**config.mk**
```make
export PLATFORM = sky130hd
export DESIGN_NAME = mul_unit
export DESIGN_NICKNAME = d
export VERILOG_FILES = /design/src/iew_pkg.sv /design/src/mul_unit.sv
export SDC_FILE = /design/constraint.sdc
export NUM_CORES = 1
export LEC_CHECK = 0
export BUFFER_PORTS_ARGS = -buffer_cell sky130_fd_sc_hd__buf_2
export CAP_MARGIN = 25
export CORE_ASPECT_RATIO = 1.5
export CORE_MARGIN = 2
export CORE_UTILIZATION = 42
export CTS_CLUSTER_SIZE = 16
export DETAILED_ROUTE_END_ITERATION = 6
export MAX_ROUTING_LAYER = met4
export PLACE_DENSITY = 0.63
export SETUP_SLACK_MARGIN = 0.4
export SKIP_LAST_GASP = 1
export SYNTH_ARGS = -nofsm -noshare
export SYNTH_HDL_FRONTEND = slang
export SYNTH_SLANG_ARGS = --single-unit
```
**constraint.sdc**
```tcl
create_clock -name clk -period 3.4 [get_ports clk]
set_input_delay 0.17 -clock clk [delete_from_list [all_inputs] [get_ports clk]]
set_output_delay 0.17 -clock clk [all_outputs]
set_load 0.01 [all_outputs]
```
**src/iew_pkg.sv**
```systemverilog
`default_nettype none

package iew_pkg;

    // Datapath width
    localparam int XLEN = 32;

    // Architectural registers
    localparam int AREG_ID_BITS = 5;
    localparam int ARFSIZE      = 2 ** AREG_ID_BITS;

    // Physical registers
    localparam int PREG_ID_BITS = 6;
    localparam int PRFSIZE      = 2 ** PREG_ID_BITS;

    localparam int ID_BITS = 4;      // Instruction tag

    localparam int NR_WB_PORTS = 2;  // Port 0 is ALU, port 1 is multiplier
    localparam int NR_FU       = 2;

    // Shift-add multiplier retires one multiplier bit per cycle
    localparam int MUL_CYCLES   = XLEN;
    localparam int MUL_CNT_BITS = $clog2(MUL_CYCLES + 1);

    typedef logic [XLEN-1:0]         xlen_t;
    typedef logic [PREG_ID_BITS-1:0] preg_t;
    typedef logic [AREG_ID_BITS-1:0] areg_t;
    typedef logic [ID_BITS-1:0]      id_t;

    // Also used as index into the per-unit ready bits
    typedef enum logic [0:0] {
        FU_ALU = 1'b0,
        FU_MUL = 1'b1
    } fu_t;

    typedef enum logic [3:0] {
        ADD   = 4'd0,
        SUB   = 4'd1,
        AND   = 4'd2,
        OR    = 4'd3,
        XOR   = 4'd4,
        SLL   = 4'd5,
        SRL   = 4'd6,
        SLT   = 4'd7,   // Signed compare
        LUI   = 4'd8,
        AUIPC = 4'd9,
        MUL   = 4'd10   // Only valid on FU_MUL
    } op_t;

endpackage

`default_nettype wire

```
**src/mul_unit.sv**
```systemverilog
`default_nettype none

module mul_unit import iew_pkg::*; (
    input  logic  clk,
    input  logic  arst_n_i,
    input  logic  issue_i,
    input  id_t   id_i,
    input  preg_t prd_i,
    input  xlen_t rs1_i,
    input  xlen_t rs2_i,
    input  xlen_t imm_i,
    input  logic  rs2_used_i,
    output logic  ready_o,
    // Writeback port 1
    output logic  wb_valid_o,
    output id_t   wb_id_o,
    output preg_t wb_prd_o,
    output xlen_t wb_data_o
);

    xlen_t                   op_b;
    xlen_t                   acc;       // Partial product
    xlen_t                   mcand;     // Multiplicand, shifted left each step
    xlen_t                   mplier;    // Multiplier, shifted right each step
    logic                    busy;
    logic [MUL_CNT_BITS-1:0] cnt;       // Steps left

    assign op_b      = rs2_used_i ? rs2_i : imm_i;
    assign ready_o   = !busy;
    assign wb_data_o = acc;

    // Bit 0 handled at issue, remaining bits one per cycle
    always_ff @(posedge clk or negedge arst_n_i) begin
        if (!arst_n_i) begin
            busy       <= 1'b0;
            wb_valid_o <= 1'b0;
            cnt        <= '0;
        end else if (issue_i) begin
            busy <= 1'b1;
            cnt  <= MUL_CNT_BITS'(MUL_CYCLES - 1);
        end else if (wb_valid_o) begin
            busy       <= 1'b0;     // Free again after the writeback cycle
            wb_valid_o <= 1'b0;
        end else if (busy) begin
            cnt        <= cnt - 1'b1;
            wb_valid_o <= (cnt == MUL_CNT_BITS'(1));  // Last step
        end
    end

    always_ff @(posedge clk) begin
        if (issue_i) begin
            acc      <= op_b[0] ? rs1_i : '0;
            mcand    <= rs1_i << 1;
            mplier   <= op_b >> 1;
            wb_id_o  <= id_i;
            wb_prd_o <= prd_i;
        end else if (busy && !wb_valid_o) begin
            if (mplier[0]) begin
                acc <= acc + mcand;
            end
            mcand  <= mcand << 1;
            mplier <= mplier >> 1;
        end
    end

endmodule

`default_nettype wire

```
# Word-level counts from Yosys, hierarchy flattened

Cells that the tools add are included.

Word-level logic and storage cells: 37
Output and inout port bits: 44
Input bits: 110
Flip-flop bits (word level): 112

Equal/unequal tests: 2
$add $sub $neg: 2
Mux-type cells: 16
Reductions and logical operators: 9

Operator list:

| cell                  | count |
|---|---|
| $mux W32              | 7 |
| $mux W31              | 2 |
| $add A32 B32 Y32      | 1 |
| $mux W6               | 3 |
| $reduce_bool A2 Y1    | 4 |
| $eq A6 B1 Y1 const B  | 1 |
| $sub A6 B1 Y6 const B | 1 |
| $mux W1               | 4 |
| $reduce_and A2 Y1     | 2 |
| $logic_not A1 Y1      | 2 |
| $ne A2 B2 Y1 const B  | 1 |
| $logic_and A1 B1 Y1   | 1 |

# Logic depth before layout (Yosys ltp)

Depth after elaboration: 4
Depth in mapped cells: 10
Gate-level depth less buffers: 10

# Least setup slack after synthesis

OpenSTA, ideal clock, no wires.

Kind: input port to flip-flop
Start point: input issue_i
End point: register mcand[10], enable pin
Path slack: 0.793 ns
Stages: 4
Library setup time: 0.421 ns
Arrival time: 2.185 ns
Data required time: 2.979 ns
Path buffers: 2
Path through: clkbuf_1 -> clkinv_1 -> clkbuf_1 -> nand2_1

Word-level cells in the longest chain between the ends: 1

Ends and longest elaborated chain:

| what                                | RTL line       | text |
|---|---|---|
| start: declaration                  | mul_unit.sv:6  | `input logic issue_i,` |
| $reduce_bool A2 Y1 (no source line) | --             |  |
| end signal: assignment              | mul_unit.sv:53 | `mcand <= rs1_i << 1;` |
| end signal: assignment              | mul_unit.sv:61 | `mcand <= mcand << 1;` |
| end: declaration                    | mul_unit.sv:23 | `xlen_t mcand;` |

Every way passes these cells.
A chain may end at the register's enable or synchronous reset.

# Worst setup path in the final report

Start point: register acc[1] (netlist: wb_data_o[1])
End point: register acc[23] (netlist: wb_data_o[23]), data pin

Word-level cells in the longest chain between the ends: 4

Ends and longest elaborated chain:

| what                     | RTL line       | text |
|---|---|---|
| start: declaration       | mul_unit.sv:22 | `xlen_t acc;` |
| start signal: assignment | mul_unit.sv:52 | `acc <= op_b[0] ? rs1_i : '0;` |
| start signal: assignment | mul_unit.sv:59 | `acc <= acc + mcand;` |
| $add A32 B32 Y32         | mul_unit.sv:59 |  |
| $mux W32                 | mul_unit.sv:58 | `if (mplier[0]) begin` |
| $mux W32                 | mul_unit.sv:57 | `end else if (busy && !wb_valid_o) begin` |
| $mux W32                 | mul_unit.sv:51 | `if (issue_i) begin` |

Every way passes these cells. The select of a mux whose other input is x is not followed.

==> impl_summary.txt <==
----------------------------------------------------
[STA]
  Final hold violation count ... 0
  Final cycle utilization of the critical path ... 81.7%
  Total count of max-transition violations in the final report ... 0
  # setup viols final ... 0
  Normalized max-slew margin ... around 48%
  Final total negative setup slack ... 0 ns
  Unrepaired setup endpoints after global routing ... false
  Highest achievable clock rate ... 360 MHz
  Worst Clk Skew ... 0.0160 ns
  Shortest clock period the worst path allows after layout ... roughly 2.8 ns
  Actual transition at the worst max-transition pin ... 0.766 ns

[Global route]
  Antenna violations before repair ... 0
  Remaining global-route overflow ... 0
  Wire length of the first global-routing pass ... 25800 µm
  Number of global-route vias before repair ... roughly 5400
  Largest net degree at the start of global routing ... 173
  Total routing usage reported by global routing ... around 20%

[Setup path]
  Critical Path Sink Type ... register
  Count of cells along the worst register-to-register path ... 10
  Crit Path Max Fanout ... 3
  Required time reported for the critical path endpoint ... 3.48 ns
  Category of the worst setup path launch point ... register
  Kind of critical path ... reg -> reg
  Arr. time, crit path ... ~2.9 ns

[Routing]
  Final ANT Viol Nets ... 0
  Post-Route WL ... 16100 µm
  Average via count per standard cell ... 5.40
  Number of DRC markers after the initial detailed-route iteration ... 307
  Wire length per cell after detailed routing ... between 15 and 20 µm
  Detailed-routing iteration count for the pre-antenna-repair pass ... 5
  Post-detailed-route DRC marker count ... 0
  Vias ... between 5000 and 6000

[Synthesis]
  Sequential fraction of the synthesis area ... 50.4%
  Share of synthesized registers carrying an async set or reset ... 7.14%
  Most used DFF post-synth ... sky130_fd_sc_hd__edfxtp_1
  Gate count of the mapped netlist ... 638
  Seq cells post-synth ... around 110
  Post-Syn Area per Cell ... roughly 10 µm²
  Number of enable-type register cells in the synthesized netlist ... 104
  Count of warnings emitted by yosys ... 0
  Netlist area before placement ... around 6600 µm²
  Number of library cell types mapped by synthesis ... 58
  Net count after synthesis ... 781

[Final layout]
  Diode insertion count for antenna repair ... 0
  Layout net count ... 926
  Proportion of layout cells with a drive suffix above 1 ... 24.1%
  Post-Route Utilization ... 51.3%
  Count of placed standard cells in the final layout, fillers left out ... roughly 990
  Commonest non-fill, non-tap cell in the layout ... sky130_fd_sc_hd__buf_2
  Fill cell instance count of the final layout ... 1452
  Synth-to-layout area growth ... 20.4%
  Highest-count cells in the layout ignoring fill and taps ... sky130_fd_sc_hd__buf_2, sky130_fd_sc_hd__edfxtp_1, sky130_fd_sc_hd__a21oi_1

[Power and ir drop]
  Max VDD drop ... approximately 0.27 mV
  Ratio of total power to cell area ... 666 nW/µm²
  P_leak ... 3.50 nW

[Clock tree]
  Clock-pin slew on the worst setup and hold paths ... 0.08 ns
  Max Root-Sink Buffers ... 2
  Number of buffers created by CTS ... 9
  Clock tree sinks ... 112
  H-Tree Level Count ... 3
  Post-CTS resize count ... 0
  Cell at the root of the clock tree ... sky130_fd_sc_hd__clkbuf_16
  TritonCTS clock tree ... done
  Skew-Pair Late Insertion Delay ... 0.36 ns

[Placement]
  Quantity of I/O buffers inserted on ports ... 153
  Half-perimeter wire length of the detailed placement result ... 11700 µm
  Instance count after placement with tap cells included ... 964
  Last weighted congestion value of the routability-driven placer ... approximately 0.90

[Floorplanning]
  Core region area ... 15500 µm²
  Die Span Y ... around 160 µm
  I/O pin cnt ... 154
  Row Count ... 56
  Starting utilization of the core area ... between 40% and 50%
  Die footprint ... 16700 µm²
  Die X ... 106 µm

[Min path]
  Number of stages on the worst hold path ... 3
  Classification of the worst-slack hold path ... in -> reg

[Outcome]
  Result of the run ... finished, final reports clean

[Run]
  Number of max-cap violations ... 0

----------------------------------------------------
critical path, cell delays in order, from the launching register on:
cell	delay (ns)
sky130_fd_sc_hd__edfxtp_1	0.37
sky130_fd_sc_hd__ha_1	0.20
sky130_fd_sc_hd__inv_1	0.07
sky130_fd_sc_hd__fa_1	0.40
sky130_fd_sc_hd__nand2b_1	0.21
sky130_fd_sc_hd__a211oi_2	0.27
sky130_fd_sc_hd__o21ai_0	0.23
sky130_fd_sc_hd__a2111o_1	0.47
sky130_fd_sc_hd__o21ai_2	0.07
sky130_fd_sc_hd__xnor2_1	0.13
sky130_fd_sc_hd__o22ai_1	0.09
Yosys cell counts (all sizes together) (2+ instances only):
| cell type | number | area [µm²] |
|---|---|---|
| o31ai | 2 | 15.0 |
| or3 | 2 | 12.5 |
| a21o | 19 | 143 |
| nand3b | 2 | 15.0 |
| or4 | 2 | 15.0 |
| buf | 16 | 73.8 |
| nor4 | 2 | 12.5 |
| xnor2 | 9 | 78.8 |
| nor3 | 10 | 50.1 |
| o21a | 5 | 37.5 |
| o22ai | 20 | 125 |
| o31a | 2 | 17.5 |
| xor2 | 13 | 114 |
| and2 | 3 | 18.8 |
| a211oi | 6 | 50.1 |
| nor2 | 57 | 214 |
| edfxtp | 104 | 3120 |
| o211ai | 5 | 37.5 |
| inv | 37 | 139 |
| nand3 | 11 | 55.1 |
| or2 | 2 | 12.5 |
| o2111ai | 2 | 17.5 |
| mux2 | 7 | 78.8 |
| nand4 | 10 | 68.8 |
| a31oi | 8 | 50.1 |
| o21ai | 41 | 220 |
| nand2 | 51 | 191 |
| a21oi | 63 | 319 |
| o21bai | 4 | 30.0 |
| o32ai | 3 | 26.3 |
| nand2b | 3 | 18.8 |
| ha | 32 | 400 |
| and3 | 5 | 31.3 |
| o221ai | 2 | 17.5 |
| nor2b | 2 | 12.5 |
| clkbuf | 20 | 75.1 |
| nor3b | 2 | 15.0 |
| mux2i | 35 | 350 |
| dfrtp | 8 | 200 |
state kept, by name, indices dropped and copies added, names as in the netlist:
name and cells:
busy 1, wb_id_o 4, wb_data_o 32, cnt 6, mcand 31, wb_prd_o 6, wb_valid_o 1, mplier 31
where the power goes:
group	total, mW	switching, mW	internal, mW	leakage (nW)
clock	1.05	0.524	0.531	0.139
combinational	2.25	1.30	0.947	2.17
sequential	1.98	0.147	1.84	1.18
metal layers:
layer,part of all wire [%],track usage [%],vias to the layer above
li1,-,-,2653
met1,40,22.4,2510
met2,52,35.2,169
met3,5.3,3.52,24
met4,2.0,6.64,0
met5,0,-,-
cell families after synthesis:
| family | count (synthesis) | synth area share [%] |
|---|---|---|
| xor+xnor | 22 | 2.92 |
| simple gates | 166 | 11.5 |
| compound gates | 189 | 17.9 |
| fa+ha+maj | 33 | 6.37 |
| flops | 112 | 50.4 |
| buf+inv | 74 | 4.42 |
| mux | 42 | 6.50 |
layout make-up:
class | instances | area [µm²] | share of cell area [%]
Clock buffer | 12 | 246 | 3.10
Clock inverter | 4 | 37.5 | 0.473
Inverter | 38 | 143 | 1.80
Multi-Input combinational cell | 452 | 2990 | 37.6
Sequential cell | 112 | 3320 | 41.8
Tap cell | 203 | 254 | 3.20
Timing Repair Buffer | 170 | 948 | 11.9
through the flow:
stage	total power, mW	instance area [µm²]	hold slack [ns]	worst slack, ns
finish	5.29	7940	0.119	0.624
global route	5.61	7940	0.118	0.452
CTS	5.30	7940	0.112	0.616
detailed placement	4.24	7550	0.0209	0.629
global placement	4.18	7550	0.0184	0.747
floorplan	3.61	6600	-0.126	0.793
worst paths after layout:
path | endpoint | slack [ns] | from
worst min register to register | cnt[5] | 0.53 | cnt[5]
worst max-delay path | wb_data_o[23] | 0.62 | wb_data_o[1]
max in group asynchronous | cnt[4] | 3.05 | arst_n_i
worst min-delay path | mcand[8] | 0.12 | rs1_i[7]
min in group asynchronous | cnt[2] | 0.18 | arst_n_i
worst max register to register | wb_data_o[23] | 0.62 | wb_data_o[1]
repair_timing:
| item | in CTS | in global routing |
|---|---|---|
| hold endpoints to repair | 18 | 0 |
| buffers inserted | 0 | 0 |
| hold buffers | 11 | 0 |
Power figures use the tool's default switching activity.
